## src/hw/rv_id_pkg.sv

```systemverilog
`default_nettype none

package rv_id_pkg;

	localparam int XLEN    = 32;
	localparam int NUM_SRC = 2; // rs1 and rs2

	typedef logic [XLEN-1:0] word_t;
	typedef logic [XLEN-1:0] inst_t;
	typedef logic [4:0]      reg_addr_t;

	// major opcodes, inst[6:0]
	localparam logic [6:0] OPC_OP_IMM = 7'b0010011;
	localparam logic [6:0] OPC_OP     = 7'b0110011;
	localparam logic [6:0] OPC_BRANCH = 7'b1100011;
	localparam logic [6:0] OPC_LOAD   = 7'b0000011;
	localparam logic [6:0] OPC_STORE  = 7'b0100011;
	localparam logic [6:0] OPC_LUI    = 7'b0110111;
	localparam logic [6:0] OPC_AUIPC  = 7'b0010111;
	localparam logic [6:0] OPC_JAL    = 7'b1101111;
	localparam logic [6:0] OPC_JALR   = 7'b1100111;

	// funct3 for OP and OP-IMM
	localparam logic [2:0] F3_ADD_SUB = 3'b000;
	localparam logic [2:0] F3_SLL     = 3'b001;
	localparam logic [2:0] F3_SLT     = 3'b010;
	localparam logic [2:0] F3_SLTU    = 3'b011;
	localparam logic [2:0] F3_XOR     = 3'b100;
	localparam logic [2:0] F3_SRL_SRA = 3'b101;
	localparam logic [2:0] F3_OR      = 3'b110;
	localparam logic [2:0] F3_AND     = 3'b111;

	localparam logic [2:0] F3_BEQ  = 3'b000;
	localparam logic [2:0] F3_BNE  = 3'b001;
	localparam logic [2:0] F3_BLT  = 3'b100;
	localparam logic [2:0] F3_BGE  = 3'b101;
	localparam logic [2:0] F3_BLTU = 3'b110;
	localparam logic [2:0] F3_BGEU = 3'b111;

	localparam logic [2:0] F3_LB  = 3'b000;
	localparam logic [2:0] F3_LH  = 3'b001;
	localparam logic [2:0] F3_LW  = 3'b010;
	localparam logic [2:0] F3_LBU = 3'b100;
	localparam logic [2:0] F3_LHU = 3'b101;
	localparam logic [2:0] F3_SB  = 3'b000;
	localparam logic [2:0] F3_SH  = 3'b001;
	localparam logic [2:0] F3_SW  = 3'b010;

	localparam logic [2:0] F3_JALR = 3'b000;

	localparam logic [6:0] F7_BASE = 7'b0000000;
	localparam logic [6:0] F7_ALT  = 7'b0100000; // SUB and SRA/SRAI

	typedef enum logic [4:0] {
		ALU_NOP, ALU_ADD, ALU_SUB, ALU_SLT, ALU_SLTU, ALU_AND, ALU_OR, ALU_XOR,
		ALU_SLL, ALU_SRL, ALU_SRA,
		ALU_LB, ALU_LH, ALU_LW, ALU_LBU, ALU_LHU,
		ALU_SB, ALU_SH, ALU_SW,
		ALU_BEQ, ALU_BNE, ALU_BLT, ALU_BGE, ALU_BLTU, ALU_BGEU,
		ALU_JAL, ALU_JALR
	} alu_op_e;

	typedef enum logic [2:0] {
		SEL_NOP, SEL_LOGIC, SEL_SHIFT, SEL_ARITH, SEL_LOAD_STORE, SEL_JUMP_BRANCH
	} alu_sel_e;

	typedef enum logic [3:0] {
		BR_NONE, BR_BEQ, BR_BNE, BR_BLT, BR_BGE, BR_BLTU, BR_BGEU, BR_JAL, BR_JALR
	} br_kind_e;

	typedef struct packed {
		logic      rd_en;
		reg_addr_t addr;
		word_t     alt;   // operand when rd_en is low
	} src_req_t;

	// write-back seen from a later stage
	typedef struct packed {
		logic      wreg;
		reg_addr_t rd;
		word_t     wdata;
		logic      is_load;
	} fwd_t;

	typedef struct packed {
		alu_op_e   alu_op;
		alu_sel_e  alu_sel;
		reg_addr_t rd;
		logic      wreg;
		br_kind_e  br_kind;
		word_t     br_off;
	} dec_ctrl_t;

	typedef struct packed {
		alu_op_e   alu_op;
		alu_sel_e  alu_sel;
		word_t     op_a;
		word_t     op_b;
		reg_addr_t rd;
		logic      wreg;
	} id_ex_t;

	typedef struct packed {
		logic  taken;
		word_t target;
		word_t link;
	} br_res_t;

endpackage

`default_nettype wire

```

## src/hw/id_decoder.sv

```systemverilog
`timescale 1ns/1ps
`default_nettype none

module id_decoder (
	input  rv_id_pkg::inst_t                              inst_i,
	input  rv_id_pkg::word_t                              pc_i,
	output rv_id_pkg::dec_ctrl_t                          ctrl_o,
	output rv_id_pkg::src_req_t [rv_id_pkg::NUM_SRC-1:0] src_o
);
	import rv_id_pkg::*;

	logic [6:0] opcode;
	logic [2:0] funct3;
	logic [6:0] funct7;
	reg_addr_t  rs1;
	reg_addr_t  rs2;
	reg_addr_t  rd_field;
	word_t      imm_i;
	word_t      imm_s;
	word_t      imm_b;
	word_t      imm_u;
	word_t      imm_j;
	word_t      shamt;
	logic       is_shift;
	logic       f7_ok;
	logic       valid;
	logic       wreg;
	alu_op_e    arith_op;
	alu_op_e    op;
	br_kind_e   br_kind;
	word_t      br_off;

	function automatic alu_sel_e sel_of(alu_op_e a);
		case (a)
			ALU_NOP:                                return SEL_NOP;
			ALU_AND, ALU_OR, ALU_XOR:               return SEL_LOGIC;
			ALU_SLL, ALU_SRL, ALU_SRA:              return SEL_SHIFT;
			ALU_ADD, ALU_SUB, ALU_SLT, ALU_SLTU:    return SEL_ARITH;
			ALU_BEQ, ALU_BNE, ALU_BLT, ALU_BGE,
			ALU_BLTU, ALU_BGEU, ALU_JAL, ALU_JALR:  return SEL_JUMP_BRANCH;
			default:                                return SEL_LOAD_STORE;
		endcase
	endfunction

	assign opcode   = inst_i[6:0];
	assign funct3   = inst_i[14:12];
	assign funct7   = inst_i[31:25];
	assign rs1      = inst_i[19:15];
	assign rs2      = inst_i[24:20];
	assign rd_field = inst_i[11:7];

	assign imm_i = {{20{inst_i[31]}}, inst_i[31:20]};
	assign imm_s = {{20{inst_i[31]}}, inst_i[31:25], inst_i[11:7]};
	assign imm_b = {{19{inst_i[31]}}, inst_i[31], inst_i[7], inst_i[30:25], inst_i[11:8], 1'b0};
	assign imm_u = {inst_i[31:12], 12'b0};
	assign imm_j = {{11{inst_i[31]}}, inst_i[31], inst_i[19:12], inst_i[20], inst_i[30:21], 1'b0};
	assign shamt = {27'b0, inst_i[24:20]};

	assign is_shift = (funct3 == F3_SLL) || (funct3 == F3_SRL_SRA);
	// alt funct7 only legal on SRA(I) and SUB
	assign f7_ok = (funct7 == F7_BASE) || ((funct7 == F7_ALT) &&
		((funct3 == F3_SRL_SRA) || (opcode == OPC_OP && funct3 == F3_ADD_SUB)));

	// shared by OP and OP-IMM
	always_comb begin
		case (funct3)
			F3_ADD_SUB: arith_op = (opcode == OPC_OP && funct7 == F7_ALT) ? ALU_SUB : ALU_ADD;
			F3_SLL:     arith_op = ALU_SLL;
			F3_SLT:     arith_op = ALU_SLT;
			F3_SLTU:    arith_op = ALU_SLTU;
			F3_XOR:     arith_op = ALU_XOR;
			F3_SRL_SRA: arith_op = (funct7 == F7_ALT) ? ALU_SRA : ALU_SRL;
			F3_OR:      arith_op = ALU_OR;
			F3_AND:     arith_op = ALU_AND;
			default:    arith_op = ALU_NOP;
		endcase
	end

	always_comb begin
		op = ALU_NOP;
		wreg = 1'b0;
		br_kind = BR_NONE;
		br_off = '0;
		valid = 1'b1;
		src_o[0] = '{rd_en: 1'b1, addr: rs1, alt: '0};
		src_o[1] = '{rd_en: 1'b0, addr: rs2, alt: imm_i};
		case (opcode)
			OPC_OP_IMM: begin
				op = arith_op;
				wreg = 1'b1;
				valid = f7_ok || !is_shift;
				if (is_shift)
					src_o[1].alt = shamt;
			end
			OPC_OP: begin
				op = arith_op;
				wreg = 1'b1;
				valid = f7_ok;
				src_o[1].rd_en = 1'b1;
			end
			OPC_LUI: begin
				op = ALU_OR;         // x0 | imm
				wreg = 1'b1;
				src_o[0].addr = '0;
				src_o[1].alt = imm_u;
			end
			OPC_AUIPC: begin
				op = ALU_ADD;
				wreg = 1'b1;
				src_o[0] = '{rd_en: 1'b0, addr: rs1, alt: pc_i};
				src_o[1].alt = imm_u;
			end
			OPC_JAL: begin
				op = ALU_JAL;
				wreg = 1'b1;
				br_kind = BR_JAL;
				br_off = imm_j;
				src_o[0].rd_en = 1'b0;
				src_o[1].alt = imm_j;
			end
			OPC_JALR: begin
				op = ALU_JALR;
				wreg = 1'b1;
				br_kind = BR_JALR;
				br_off = imm_i;     // added to forwarded rs1
				valid = (funct3 == F3_JALR);
			end
			OPC_BRANCH: begin
				br_off = imm_b;
				src_o[1].rd_en = 1'b1;
				case (funct3)
					F3_BEQ:  br_kind = BR_BEQ;
					F3_BNE:  br_kind = BR_BNE;
					F3_BLT:  br_kind = BR_BLT;
					F3_BGE:  br_kind = BR_BGE;
					F3_BLTU: br_kind = BR_BLTU;
					F3_BGEU: br_kind = BR_BGEU;
					default: valid = 1'b0;
				endcase
				case (funct3)
					F3_BEQ:  op = ALU_BEQ;
					F3_BNE:  op = ALU_BNE;
					F3_BLT:  op = ALU_BLT;
					F3_BGE:  op = ALU_BGE;
					F3_BLTU: op = ALU_BLTU;
					default: op = ALU_BGEU;
				endcase
			end
			OPC_LOAD: begin
				wreg = 1'b1;
				case (funct3)
					F3_LB:   op = ALU_LB;
					F3_LH:   op = ALU_LH;
					F3_LW:   op = ALU_LW;
					F3_LBU:  op = ALU_LBU;
					F3_LHU:  op = ALU_LHU;
					default: valid = 1'b0;
				endcase
			end
			OPC_STORE: begin
				src_o[1].rd_en = 1'b1; // store data, offset rides in alt
				src_o[1].alt = imm_s;
				case (funct3)
					F3_SB:   op = ALU_SB;
					F3_SH:   op = ALU_SH;
					F3_SW:   op = ALU_SW;
					default: valid = 1'b0;
				endcase
			end
			default: valid = 1'b0;
		endcase
		// unknown encodings leave as a plain NOP
		if (!valid) begin
			op = ALU_NOP;
			wreg = 1'b0;
			br_kind = BR_NONE;
			br_off = '0;
			src_o[0] = '{rd_en: 1'b0, addr: rs1, alt: '0};
			src_o[1] = '{rd_en: 1'b0, addr: rs2, alt: '0};
		end
	end

	assign ctrl_o = '{
		alu_op:  op,
		alu_sel: sel_of(op),
		rd:      wreg ? rd_field : 5'd0,
		wreg:    wreg,
		br_kind: br_kind,
		br_off:  br_off
	};

endmodule

`default_nettype wire

```

## src/hw/id_operand.sv

```systemverilog
`timescale 1ns/1ps
`default_nettype none

module id_operand (
	input  rv_id_pkg::src_req_t src_i,
	input  rv_id_pkg::word_t    reg_rdata_i,
	input  rv_id_pkg::fwd_t     fwd_ex_i,
	input  rv_id_pkg::fwd_t     fwd_mem_i,
	output rv_id_pkg::word_t    operand_o,
	output logic                load_use_o
);

	logic reads_reg;
	logic ex_hit;
	logic mem_hit;

	// x0 never forwards and never stalls
	assign reads_reg = src_i.rd_en && (src_i.addr != 5'd0);
	assign ex_hit    = fwd_ex_i.wreg && (fwd_ex_i.rd == src_i.addr);
	assign mem_hit   = fwd_mem_i.wreg && (fwd_mem_i.rd == src_i.addr);

	always_comb begin
		if (!src_i.rd_en)
			operand_o = src_i.alt;     // imm or pc
		else if (!reads_reg)
			operand_o = '0;
		else if (ex_hit)
			operand_o = fwd_ex_i.wdata; // youngest wins
		else if (mem_hit)
			operand_o = fwd_mem_i.wdata;
		else
			operand_o = reg_rdata_i;
	end

	// load data not back until after execute
	assign load_use_o = reads_reg && fwd_ex_i.is_load && (fwd_ex_i.rd == src_i.addr);

endmodule

`default_nettype wire

```

## src/hw/id_branch.sv

```systemverilog
`timescale 1ns/1ps
`default_nettype none

module id_branch (
	input  logic                 clk_i,
	input  logic                 rst_n_i,
	input  logic                 issue_i,
	input  rv_id_pkg::word_t     pc_i,
	input  rv_id_pkg::dec_ctrl_t ctrl_i,
	input  rv_id_pkg::word_t     op_a_i,
	input  rv_id_pkg::word_t     op_b_i,
	output logic                 ex_strobe_o,
	output rv_id_pkg::id_ex_t    id_ex_o,
	output rv_id_pkg::br_res_t   br_o
);
	import rv_id_pkg::*;

	logic    taken;
	word_t   link;
	word_t   jalr_sum;
	br_res_t br_next;

	always_comb begin
		case (ctrl_i.br_kind)
			BR_BEQ:  taken = (op_a_i == op_b_i);
			BR_BNE:  taken = (op_a_i != op_b_i);
			BR_BLT:  taken = ($signed(op_a_i) < $signed(op_b_i));
			BR_BGE:  taken = ($signed(op_a_i) >= $signed(op_b_i));
			BR_BLTU: taken = (op_a_i < op_b_i);
			BR_BGEU: taken = (op_a_i >= op_b_i);
			BR_JAL,
			BR_JALR: taken = 1'b1;
			default: taken = 1'b0;
		endcase
	end

	assign link     = pc_i + 32'd4;
	assign jalr_sum = op_a_i + ctrl_i.br_off;

	always_comb begin
		br_next = '0;
		br_next.taken = taken;
		if (ctrl_i.br_kind == BR_JALR) begin
			br_next.target = {jalr_sum[XLEN-1:1], 1'b0};
			br_next.link = link;
		end else if (taken) begin
			br_next.target = pc_i + ctrl_i.br_off; // B or J offset
			if (ctrl_i.br_kind == BR_JAL)
				br_next.link = link;
		end
	end

	always_ff @(posedge clk_i) begin
		if (!rst_n_i) begin
			ex_strobe_o <= 1'b0;
			id_ex_o <= '0;
			br_o <= '0;
		end else begin
			ex_strobe_o <= issue_i; // one-cycle pulse
			if (issue_i) begin
				id_ex_o <= '{
					alu_op:  ctrl_i.alu_op,
					alu_sel: ctrl_i.alu_sel,
					op_a:    op_a_i,
					op_b:    op_b_i,
					rd:      ctrl_i.rd,
					wreg:    ctrl_i.wreg
				};
				br_o <= br_next;
			end
		end
	end

endmodule

`default_nettype wire

```

## src/hw/id_stage.sv

```systemverilog
`timescale 1ns/1ps
`default_nettype none

module id_stage (
	input  logic                                           clk_i,
	input  logic                                           rst_n_i,
	input  logic                                           inst_strobe_i,
	input  rv_id_pkg::inst_t                               inst_i,
	input  rv_id_pkg::word_t                               pc_i,
	output rv_id_pkg::reg_addr_t [rv_id_pkg::NUM_SRC-1:0] reg_raddr_o,
	output logic [rv_id_pkg::NUM_SRC-1:0]                  reg_ren_o,
	input  rv_id_pkg::word_t [rv_id_pkg::NUM_SRC-1:0]     reg_rdata_i,
	input  rv_id_pkg::fwd_t                                fwd_ex_i,
	input  rv_id_pkg::fwd_t                                fwd_mem_i,
	output logic                                           stall_o,
	output logic                                           ex_strobe_o,
	output rv_id_pkg::id_ex_t                              id_ex_o,
	output rv_id_pkg::br_res_t                             br_o
);
	import rv_id_pkg::*;

	dec_ctrl_t              ctrl;
	src_req_t [NUM_SRC-1:0] src_req;
	word_t [NUM_SRC-1:0]    operand;
	logic [NUM_SRC-1:0]     load_use;
	logic                   issue;

	id_decoder i_decoder (
		.inst_i (inst_i),
		.pc_i   (pc_i),
		.ctrl_o (ctrl),
		.src_o  (src_req)
	);

	// source 0 is rs1, source 1 is rs2 or immediate
	for (genvar g = 0; g < NUM_SRC; g++) begin : g_src
		assign reg_raddr_o[g] = src_req[g].addr;
		assign reg_ren_o[g]   = src_req[g].rd_en;

		id_operand i_operand (
			.src_i       (src_req[g]),
			.reg_rdata_i (reg_rdata_i[g]),
			.fwd_ex_i    (fwd_ex_i),
			.fwd_mem_i   (fwd_mem_i),
			.operand_o   (operand[g]),
			.load_use_o  (load_use[g])
		);
	end

	assign stall_o = inst_strobe_i && (|load_use);
	assign issue   = inst_strobe_i && !stall_o; // stalled strobe is dropped

	id_branch i_branch (
		.clk_i       (clk_i),
		.rst_n_i     (rst_n_i),
		.issue_i     (issue),
		.pc_i        (pc_i),
		.ctrl_i      (ctrl),
		.op_a_i      (operand[0]),
		.op_b_i      (operand[1]),
		.ex_strobe_o (ex_strobe_o),
		.id_ex_o     (id_ex_o),
		.br_o        (br_o)
	);

endmodule

`default_nettype wire

```

## config.mk

```make
export PLATFORM = sky130hd
export DESIGN_NAME = id_stage
export DESIGN_NICKNAME = d
export VERILOG_FILES = /design/src/hw/rv_id_pkg.sv /design/src/hw/id_decoder.sv /design/src/hw/id_operand.sv /design/src/hw/id_branch.sv /design/src/hw/id_stage.sv
export SDC_FILE = /design/constraint.sdc
export NUM_CORES = 1
export LEC_CHECK = 0
export BUFFER_PORTS_ARGS = -buffer_cell sky130_fd_sc_hd__buf_2
export CORE_ASPECT_RATIO = 1.25
export CORE_MARGIN = 1.5
export CORE_UTILIZATION = 56
export DETAILED_ROUTE_END_ITERATION = 10
export GPL_TIMING_DRIVEN = 0
export HOLD_SLACK_MARGIN = 0.05
export MAX_ROUTING_LAYER = met4
export PLACE_DENSITY = 0.93
export SLEW_MARGIN = 20
export SYNTH_ARGS = -nofsm -noshare
export SYNTH_HDL_FRONTEND = slang
export SYNTH_HIERARCHICAL = 1
export SYNTH_SLANG_ARGS = --single-unit
```

## constraint.sdc

```tcl
create_clock -name clk_i -period 5.9 [get_ports clk_i]
set_input_delay 0.295 -clock clk_i [delete_from_list [all_inputs] [get_ports clk_i]]
set_output_delay 0.295 -clock clk_i [all_outputs]
set_load 0.01 [all_outputs]
```

* After elaboration in Yosys (flattened, before gate mapping)
Memory sizes are Yosys's and may differ from the RTL's. A register that Yosys moved wholly into a read port is not among the register bits.
Index checks and enable logic that the tools add are counted.
** Operators by class
- Add/sub/neg operators :: 3
- Order comparisons :: 4
- Muxes and demuxes :: 39
- Equality and inequality tests :: 31
- Reductions and logical operators :: 37
** Operators by type and width (count)
- $mux 32 :: 12
- $mux 64 :: 2
- $pmux 32 s4 :: 1
- $pmux 32 s3 :: 1
- $pmux 5 s8 :: 2
- $mux 76 :: 1
- $add 32x32->32 :: 2
- $ge 32x32->1 :: 2
- $lt 32x32->1 :: 2
- $pmux 4 s5 :: 2
- $add 32x3->32 const B :: 1
- $eq 32x32->1 :: 1
- $ne 32x32->1 :: 1
- $eq 7x6->1 const B :: 4
- $eq 7x7->1 const B :: 3
- $eq 5x5->1 :: 4
- $pmux 3 s6 :: 1
- $eq 4x3->1 const B :: 4
- $logic_and 1x1->1 :: 15
- $mux 5 :: 3
- $pmux 5 s3 :: 1
- $eq 7x5->1 const B :: 2
- $pmux 1 s7 :: 2
- $eq 3x3->1 const B :: 4
- 20 further kinds :: 41
** Word-level totals
- Bits in registers :: 141
- Memory bits (read-only) :: 96
- Bits of input ports :: 209
- Memories :: 1
- Output and inout bits :: 157
** Memory list
- (no name shown) :: depth 32, bits a word 3, rd ports 1, clocked after Yosys merged registers in 1, wr ports 0, line id_decoder.sv:34 : case (a)

* Logic depth before layout (Yosys ltp)
Gate-level depths: netlist (run 1).
- Depth after elaboration :: 18
- Gate-level depth with buffers :: 24
- Mapped depth without buffers :: 20

* Modules after synthesis
Netlist (run 1), hierarchy kept.
** By module, submodules not included
- id_branch :: area an instance 9887.0 um^2, sequential area each 2882.8 um^2, cells an instance 1187, times used 1
- id_operand :: area an instance 1589.0 um^2, sequential area each 0.0 um^2, cells an instance 241, times used 2
- id_decoder :: area an instance 1868.0 um^2, sequential area each 0.0 um^2, cells an instance 316, times used 1
- id_stage :: area an instance 20.0 um^2, sequential area each 0.0 um^2, cells an instance 2, times used 1

* Least setup slack after synthesis (run 1)
OpenSTA, ideal clock, no wires.
- Kind :: input to register
- Start point :: input port inst_i[31]
- End point :: register, netlist name i_branch/br_o[54]
- Stages :: 23
- Path buffers :: 5
- Setup time :: 132 ps
- Arrival :: 4998 ps
- Slack :: 770 ps
- Path through :: buf_2 or4_4 nor3_4 a22o_4 a21oi_2 and2_4 buf_2 nor3_1 clkbuf_1 o21ai_2 buf_2 o32ai_1 ha_1 buf_4 and4_4 and3_4 and3_4 o2bb2ai_2 o41ai_4 nor2_1 or4_1 a32oi_1 a21oi_1
** RTL lines
- start, declared :: line id_stage.sv:8 : input rv_id_pkg::inst_t inst_i,

==> results.ini, run 1 <==
[timing]
final-max-slew-violation-count=0
setup_ws_ns=-0.185
timing.setup.tns_ns=-0.380
final-hold-violation-count=0
fin_crit_ns=6.08
clock_skew_ns=0
setup_viol=7
fmax_ghz=0.164
period_share=1.03
holdWs_ns=0.159
max_slew_margin=0.296
worstMarginPinSlew_ns=1.04

[power]
ir_worst_vdd_v=0.000213
power.switching_uw=921
p_comb_frac=0.241
p_sw_frac=0.325
pwr-share-clk=0.408
pwr-share-seq=0.352
leakagePower_uw=0.00793
internal_power_uw=1910
power_density_nw_per_um2=155

[logic_synthesis]
synthArstFlopShare=0
yosysTopAreaCell=dfxtp_1
syn_avg_cell_area_um2=7.53
syn-num-nets=2293
synthTopCellsByArea=dfxtp_1 (19%), ha_1 (7.9%), mux2i_1 (5.8%)
synth_cells=1987
synth.cell_area_um2=15000
ys_seq_area_frac=0.193
synth_top_area_share=0.193
synth_ff_type=dfxtp_1
synth_cell_types=93
synth_edf_count=0
ys_warn_count=6
synth-seq-cells=144

[global_route]
grt_pass1_wl_um=95500
grt_use_total=0.472
grt_max_degree=17
antenna_found_initial=8
grt_overflow_total=0
grt_pass1_vias=16828

[placement]
place_congestion=1.07
hpwlAfterDp_um=53200
portBuffers=358
post_dp_cell_area_um2=17200

[setup_path]
path_class=in -> reg
startpoint_type=input pin
required_ns=6.21
crit_arrival_ns=6.39
cp_max_fo=10
cp-end-kind=flop

[worst_hold_path]
min_path_type=in -> reg

[run]
cap_violations=0

[die]
die_h_um=186
row_count=66
core_area_um2=26100
design.die.area_um2=27700
start_util=0.573
die_w_um=149
io_pins=366

[detailed_routing]
drc=0
dr.pass1.iters=7
vias_per_cell=6.52
routed_wl_um=66700
ant_nets=0
num_vias=17783
drt_iter0_drc=1626
routedWlPerCell_um=24.4

[clock_tree]
hold_buffers=0
clock_sinks=144
clk_latency_ns=0.44
clk_path_buf_depth=2
root_buffer=clkbuf_16
cts_buffers=17
cts.reportedPaths.clkPinSlew_ns=0.06
cts_tree=done
cts_max_level=4

[final_layout]
seq_area_um2=2880
syn_to_final_growth_pct=21.8
utilization=0.698
fillers=2190
drive_above_1_share=0.266
design_area_um2=18200
fin_nets=2673
multiInputGateArea_um2=11100

[outcome]
failed_checks=negative setup slack
status=finished, violations left

## layer usage
layer / vias up / share of wire / global-route usage
met4: 0 / 0.090 / 0.358
li1: 7891 / - / -
met3: 410 / 0.11 / 0.0951
met1: 8212 / 0.35 / 0.506
met5: - / 0 / -
met2: 1270 / 0.46 / 0.767
## per-stage QoR
step	instances	power (µW)	setup WS, ns
floorplan	1987	1380	0.770
global placement	2685	1630	-1.20
detailed placement	2685	1640	-1.22
CTS	2717	2790	0.00231
global route	2728	2900	-0.110
finish	2728	2830	-0.185
## Yosys cell counts, types with 6 or more instances
| library cell | n |
|---|---|
| nand2_1 | 153 |
| nor2_1 | 195 |
| clkbuf_1 | 74 |
| buf_6 | 14 |
| o21a_1 | 11 |
| o211ai_1 | 11 |
| xnor2_1 | 68 |
| mux2i_1 | 86 |
| buf_4 | 20 |
| nor2b_1 | 90 |
| o21ai_0 | 89 |
| or2_2 | 6 |
| a221oi_1 | 8 |
| xor2_1 | 25 |
| a21oi_2 | 9 |
| nor3_1 | 26 |
| nand3_1 | 104 |
| a32oi_1 | 8 |
| or2_1 | 6 |
| buf_1 | 7 |
| nor2_2 | 7 |
| a31oi_1 | 15 |
| a211oi_1 | 13 |
| ha_1 | 95 |
| a21oi_1 | 137 |
| buf_2 | 37 |
| and3_1 | 42 |
| o21bai_1 | 14 |
| a21o_1 | 15 |
| a22oi_1 | 18 |
| nand2b_1 | 10 |
| o31ai_1 | 7 |
| a211oi_2 | 58 |
| nand4_1 | 25 |
| o22ai_1 | 8 |
| o32ai_2 | 20 |
| inv_1 | 132 |
| o21ai_1 | 9 |
| and2_1 | 33 |
| dfxtp_1 | 144 |
| o32ai_1 | 45 |
## area by class of cell
class                           count  area share
Antenna cell                        8     0.00110
Multi-Input combinational cell   1558       0.612
Sequential cell                   144       0.158
Clock buffer                       18      0.0236
Timing Repair Buffer              361      0.0996
Inverter                          133      0.0274
Buffer                            152      0.0445
Clock inverter                     14     0.00990
Tap cell                          340      0.0234
## flip-flops by register name (all words and copies together) (netlist names)
| signal | flops |
|---|---|
| i_branch/br_o | 65 |
| i_branch/id_ex_o | 78 |
| i_branch/ex_strobe_o | 1 |
## critical path, cell delays in order
cell and delay [ns]:
buf_2 0.18, or4_4 0.58, nor3_4 0.19, a22o_4 0.15, a21oi_2 0.12, and2_4 0.20, buf_6 0.15, a211oi_4 0.34
clkbuf_2 0.30, o21ai_2 0.14, buf_2 0.26, o32ai_1 0.50, inv_1 0.10, ha_1 0.33, nand4_1 0.28, nor2_1 0.11
a221oi_1 0.31, o211ai_1 0.26, a21oi_2 0.29, xnor2_1 0.11, o311a_2 0.44, buf_2 0.25, a32oi_2 0.36, a21oi_1 0.12
## power groups by stage
stage / logic [µW] / clock network [µW] / registers [µW]
final: 682 / 1150 / 995
after global routing: 711 / 1190 / 996
after CTS: 641 / 1160 / 995
after detailed placement: 628 / 0 / 1020
after global placement: 618 / 0 / 1020
after floorplan: 357 / 0 / 1020
## repair_timing
item	in CTS	in global routing
setup endpoints to repair	33	62
buffers inserted	0	3
resized for setup	27	33
pin swaps	0	2
## logic make-up after synthesis
logic type,count (synthesis),synth area share
compound gates,537,0.273
simple gates,743,0.251
fa+ha+maj,97,0.0822
xor+xnor,95,0.0566
buf+inv,285,0.0867
mux,86,0.0576
flops,144,0.193
## cell usage in the layout (no fill, tap or decap), drive strengths merged, types with 90 or more instances in the layout
cell | Yosys | final
buf | 78 | 439
nor2 | 203 | 203
nand2 | 153 | 153
a21oi | 146 | 146
dfxtp | 144 | 144
inv | 133 | 137
nand3 | 105 | 105
o21ai | 102 | 102
ha | 95 | 95
clkbuf | 74 | 92
nor2b | 90 | 90
## worst paths after layout
kind | cells past startpoint | slack [ns] | endpoint | startpoint
max | 24 | -0.18 | i_branch/br_o[60] | inst_i[27]
min | 2 | 0.16 | i_branch/br_o[2] | pc_i[2]
max reg2reg | 2 | 5.14 | i_branch/id_ex_o[19] | i_branch/id_ex_o[19]
min reg2reg | 2 | 0.45 | i_branch/br_o[64] | i_branch/br_o[64]
Note: power is estimated with default switching activity, not from simulation.
==> run 2, diff against run 1 <==
==> constraint.sdc (replaced) <==
create_clock -name clk_i -period 5.7 [get_ports clk_i]
set_input_delay 0.285 -clock clk_i [delete_from_list [all_inputs] [get_ports clk_i]]
set_output_delay 0.285 -clock clk_i [all_outputs]
set_load 0.01 [all_outputs]
==> run 2 against run 1 <==
Net effect: the run still ends with negative setup slack left; setup slack improved by 0.13 ns; utilization rose by 0.82 points; clock power rose by 3%; combinational power rose by 5.4%; first-iteration DRC count rose by 7.1%; via count rose by 0.22%; count of clock-buffer cells in the layout did not move; clock skew did not move; sequential power rose by 4%; final area rose by 1.2%; register-to-register slack got worse by 0.21 ns; die area did not move; critical endpoint unchanged; largest power group unchanged.
==> results.ini, run 2 (synthesis results as in run 1) <==
[setup_path]
cpMaxStageDelayCell=or4_4
cp_max_fo=10
cp_top_family=compound AO/OA/AOI/OAI gates
crit_chain=buf_2 > or4_4 > nor3_4 > a22o_4 > a21oi_2 > and2_4 > buf_6 > a211oi_4 > buf_4 > o21ai_2 > buf_2 > o32ai_2 > inv_1 > ha_1 > a21oi_1 > o21ai_0 > a221oi_1 > o211ai_1 > a21oi_2 > xnor2_1 > o311a_2 > buf_2 > a32oi_4 > a21oi_1
required_ns=6.00
path_buf_inv=6
startpoint_type=input pin
path_class=in -> reg
cp-end-kind=flop
crit_arrival_ns=6.06
cpPeakStageDelay_ns=0.58
worst_path_most_repeated_cell=buf_2

[final_layout]
design_area_um2=18400
largest_register_ffs=78
syn_to_final_growth_pct=23.2
most-common-layout-cells=buf_2 (393), nor2_1 (194), nand2_1 (151)
mostFrequentLayoutCell=buf_2
regMostFlops=i_branch/id_ex_o
drive_above_1_share=0.272
fillers=2162
largestRegisters=i_branch/id_ex_o (78), i_branch/br_o (65), i_branch/ex_strobe_o (1)
fin_nets=2674

[timing]
timing.setup.tns_ns=-0.0574
period_share=1.01
holdWs_ns=0.146
fmax_ghz=0.174
setup_ws_ns=-0.0574
setup_viol=1
max_slew_margin=0.184
clock_skew_ns=0
fin_crit_ns=5.76
worstMarginPinSlew_ns=1.22
final-max-slew-violation-count=0
final-hold-violation-count=0

[global_route]
grt_overflow_total=0
grt_use_total=0.473
antenna_found_initial=7
grt_pass1_vias=16868
grt_pass1_wl_um=95800
grt_max_degree=17

[clock_tree]
cts_max_level=4
cts_buffers=17
clock_sinks=144
hold_buffers=0
cts_tree=done
clk_path_buf_depth=2
root_buffer=clkbuf_16
clk_latency_ns=0.44
cts.reportedPaths.clkPinSlew_ns=0.06

[power]
ir_worst_vdd_v=0.000218
power_density_nw_per_um2=160
leakagePower_uw=0.00797
p_total_uw=2940

[die]
start_util=0.573
design.die.area_um2=27700
core_area_um2=26100
die_h_um=186
io_pins=366
die_w_um=149
row_count=66

[placement]
dp_worst_setup_slack_ns=-1.41
post_dp_cell_area_um2=17200
hpwlAfterDp_um=53200
portBuffers=358
place_congestion=1.07

[run]
cap_violations=0

[detailed_routing]
ant_nets=0
dr.pass1.iters=7
vias_per_cell=6.53
drt_iter0_drc=1741
routed_wl_um=67100
num_vias=17822
routedWlPerCell_um=24.6
drc=0

[worst_hold_path]
min_path_type=in -> reg

[outcome]
status=finished, violations left
failed_checks=negative setup slack

## run 2: repair_timing
action | CTS | global route
pin swaps | 1 | 6
gates resized for setup | 31 | 72
setup buffers | 1 | 3
endpoints found under the setup margin | 34 | 78
## run 2: power breakdown
| group | switching [µW] | internal (µW) |
|---|---|---|
| clock | 498 | 695 |
| combinational | 452 | 267 |
| sequential | 8.82 | 1020 |
| total | 959 | 1980 |
## run 2: layout make-up
type | count | area (µm²) | share of cell area
multi-input cells | 1558 | 11300 | 0.616
flip-flops and latches | 144 | 2880 | 0.156
repair buffers | 362 | 1820 | 0.0989
plain buffers | 152 | 821 | 0.0446
inverters | 133 | 499 | 0.0271
clock buffers | 18 | 429 | 0.0233
well taps | 340 | 425 | 0.0231
clock inverters | 14 | 180 | 0.00978
diodes | 7 | 17.5 | 0.000951
## run 2: path summary, 6_finish.rpt
| path | start | endpoint | slack, ns | depth (start not counted) |
|---|---|---|---|---|
| setup / recovery | inst_i[27] | i_branch/br_o[60] | -0.06 | 24 |
| hold / removal | pc_i[2] | i_branch/br_o[2] | 0.15 | 2 |
| setup reg to reg | i_branch/id_ex_o[53] | i_branch/id_ex_o[53] | 4.93 | 2 |
| hold reg to reg | i_branch/br_o[64] | i_branch/br_o[64] | 0.45 | 2 |
## run 2: through the flow
| step | util | cells |
|---|---|---|
| floorplan | - | 1987 |
| finish | 0.706 | 2728 |
| detailed placement | 0.658 | 2685 |
| CTS | 0.689 | 2718 |
| global route | 0.706 | 2728 |
| global placement | 0.658 | 2685 |
## run 2: routing by layer
metal  GRT usage  wire length (µm)  vias to the layer above
met5           -                 0                        -
met4       0.356              5790                        0
met3      0.0939              6980                      399
met2       0.772             31000                     1276
met1       0.509             23300                     8243
li1            -                 -                     7904
==> run 3, diff against run 2 <==
--- a/config.mk
+++ b/config.mk
@@ -8,12 +8,12 @@
 export BUFFER_PORTS_ARGS = -buffer_cell sky130_fd_sc_hd__buf_2
 export CORE_ASPECT_RATIO = 1.25
 export CORE_MARGIN = 1.5
-export CORE_UTILIZATION = 56
+export CORE_UTILIZATION = 55
 export DETAILED_ROUTE_END_ITERATION = 10
 export GPL_TIMING_DRIVEN = 0
 export HOLD_SLACK_MARGIN = 0.05
 export MAX_ROUTING_LAYER = met4
-export PLACE_DENSITY = 0.93
+export PLACE_DENSITY = 0.92
 export SLEW_MARGIN = 20
 export SYNTH_ARGS = -nofsm -noshare
 export SYNTH_HDL_FRONTEND = slang
==> run 3 against run 2 <==
Net effect: the run still ends with negative setup slack left; hold slack better by 0.013 ns; global-route usage is 0.81 points lower; first-iteration DRC count down 14%; largest power group unchanged; clock power is 7% lower; critical path type unchanged.
==> results.ini, run 3 (synthesis results as in run 1) <==
[clock_tree]
clock_sinks=144
clk_path_buf_depth=2
cts_max_level=4
root_buffer=clkbuf_16
clk_latency_ns=0.43
cts.reportedPaths.clkPinSlew_ns=0.07
cts_tree=done
hold_buffers=0
cts_buffers=17

[setup_path]
cp_top_family=compound AO/OA/AOI/OAI gates
crit_arrival_ns=6.00
r2r_cells=2
cpPeakStageDelay_ns=0.67
r2r_start=i_branch/id_ex_o[71]
reg2reg_to=i_branch/id_ex_o[71]
crit_chain=buf_2 > nor2_1 > o21ai_0 > a311oi_1 > a21oi_2 > and2_4 > buf_2 > nor3_4 > clkbuf_4 > o21ai_2 > o32ai_2 > nand2_1 > fa_1 > nor2b_1 > o2111ai_1 > a31oi_2 > nand2_1 > o21a_1 > o21ai_1 > a21oi_1 > o31ai_1 > a31oi_1
cpMaxStageDelayCell=o32ai_2
path_class=in -> reg
cp-end-kind=flop
required_ns=6.00
regToRegSetupSlack_ns=4.89
startpoint_type=input pin
cp_max_fo=10
path_buf_inv=3

[timing]
fin_crit_ns=5.70
final-hold-violation-count=0
max_slew_margin=0.259
fmax_ghz=0.175
setup_ws_ns=-0.00120
final-max-slew-violation-count=0
worstMarginPinSlew_ns=1.10
timing.setup.tns_ns=-0.00120
holdWs_ns=0.158
setup_viol=1
rsz0062_at_grt=true
clock_skew_ns=0
period_share=1.00

[final_layout]
regMostFlops=i_branch/id_ex_o
fillers=2272
largest_register_ffs=78
largestRegisters=i_branch/id_ex_o (78), i_branch/br_o (65), i_branch/ex_strobe_o (1)
mostFrequentLayoutCell=buf_2
fin_nets=2680
seq_area_um2=2880
multiInputGateArea_um2=11400
drive_above_1_share=0.274
syn_to_final_growth_pct=23.3
most-common-layout-cells=buf_2 (392), nor2_1 (195), nand2_1 (152)
design_area_um2=18400

[detailed_routing]
vias_per_cell=6.37
routed_wl_um=66300
drt_iter0_drc=1501
dr.pass1.iters=8
ant_nets=0
routedWlPerCell_um=24.2
drc=0
num_vias=17432

[placement]
portBuffers=358
post_dp_cell_area_um2=17200
dp_worst_setup_slack_ns=-1.29
hpwlAfterDp_um=53800
place_congestion=1.12

[worst_hold_path]
hp-start=pc_i[2]
min_path_cells=2
hold_end=i_branch/br_o[2]
min_path_type=in -> reg

[global_route]
grt_pass1_wl_um=96400
antenna_found_initial=5
grt_max_degree=17
grt_overflow_total=0
grt_use_total=0.465
grt_pass1_vias=16718

[power]
leakagePower_uw=0.00798
ir_worst_vdd_v=0.000165
power_density_nw_per_um2=155

[die]
start_util=0.559
die_w_um=150
io_pins=366
core_area_um2=26700
die_h_um=187
row_count=67
design.die.area_um2=28200

[outcome]
status=finished, violations left
failed_checks=negative setup slack

[run]
cap_violations=0

==> run 3: cell count changes in the layout (fill, tap and decap cells not counted), moves of 4 or more <==
cell,previous run,this run
diode_2,7,3
o32ai_1,22,17
buf_4,28,33
o32ai_2,21,25
==> run 3: final cells by class <==
class,instances,area share
sequential,144,0.156
buffer,152,0.0446
antenna,3,0.000407
multi-input combinational,1558,0.616
inverter,133,0.0271
clock inverter,14,0.00672
tap,345,0.0234
timing repair buffer,368,0.101
clock buffer,18,0.0238
==> run 3: how the worst max path moves through the flow <==
stage               startpoint                 to  cells past startpoint
CTS                 inst_i[27]  i_branch/br_o[59]                     22
floorplan           inst_i[31]  i_branch/br_o[54]                     23
detailed placement  inst_i[27]  i_branch/br_o[60]                     22
finish              inst_i[14]  i_branch/br_o[46]                     22
global placement    inst_i[27]  i_branch/br_o[60]                     22
global route         inst_i[6]  i_branch/br_o[60]                     21
==> run 3: per-layer routing <==
| layer | track usage | wire length (µm) | share of wire | vias up |
|---|---|---|---|---|
| met5 | - | 0 | 0 | - |
| met4 | 0.324 | 5280 | 0.080 | 0 |
| met3 | 0.0895 | 6840 | 0.10 | 292 |
| met2 | 0.742 | 30500 | 0.46 | 1101 |
| met1 | 0.517 | 23600 | 0.36 | 8135 |
| li1 | - | - | - | 7904 |
==> run 3: what timing repair did <==
action | 4_1_cts | 5_1_grt
setup endpoints to repair | 73 | 72
buffers inserted | 0 | 9
pin swaps | 2 | 10
gates resized for setup | 38 | 54
==> run 3: worst register-to-register path: cells and delay by family, from the launching register on <==
kind / cells / cell delay, ns
simple gates: 1 / 0.13
flops: 1 / 0.50
mux: 1 / 0.12
==> run 3: through the flow <==
step,power [µW],std cells,util
finish,2850,2735,0.689
global route,2930,2735,0.689
CTS,2810,2723,0.674
detailed placement,1710,2691,0.643
global placement,1700,2690,0.642
floorplan,1430,1987,-
==> run 3: power breakdown <==
group          internal, µW  leakage [µW]  switching, µW
Clock                   584      0.000269            523
Combinational           265       0.00654            451
Sequential             1020       0.00117           8.67
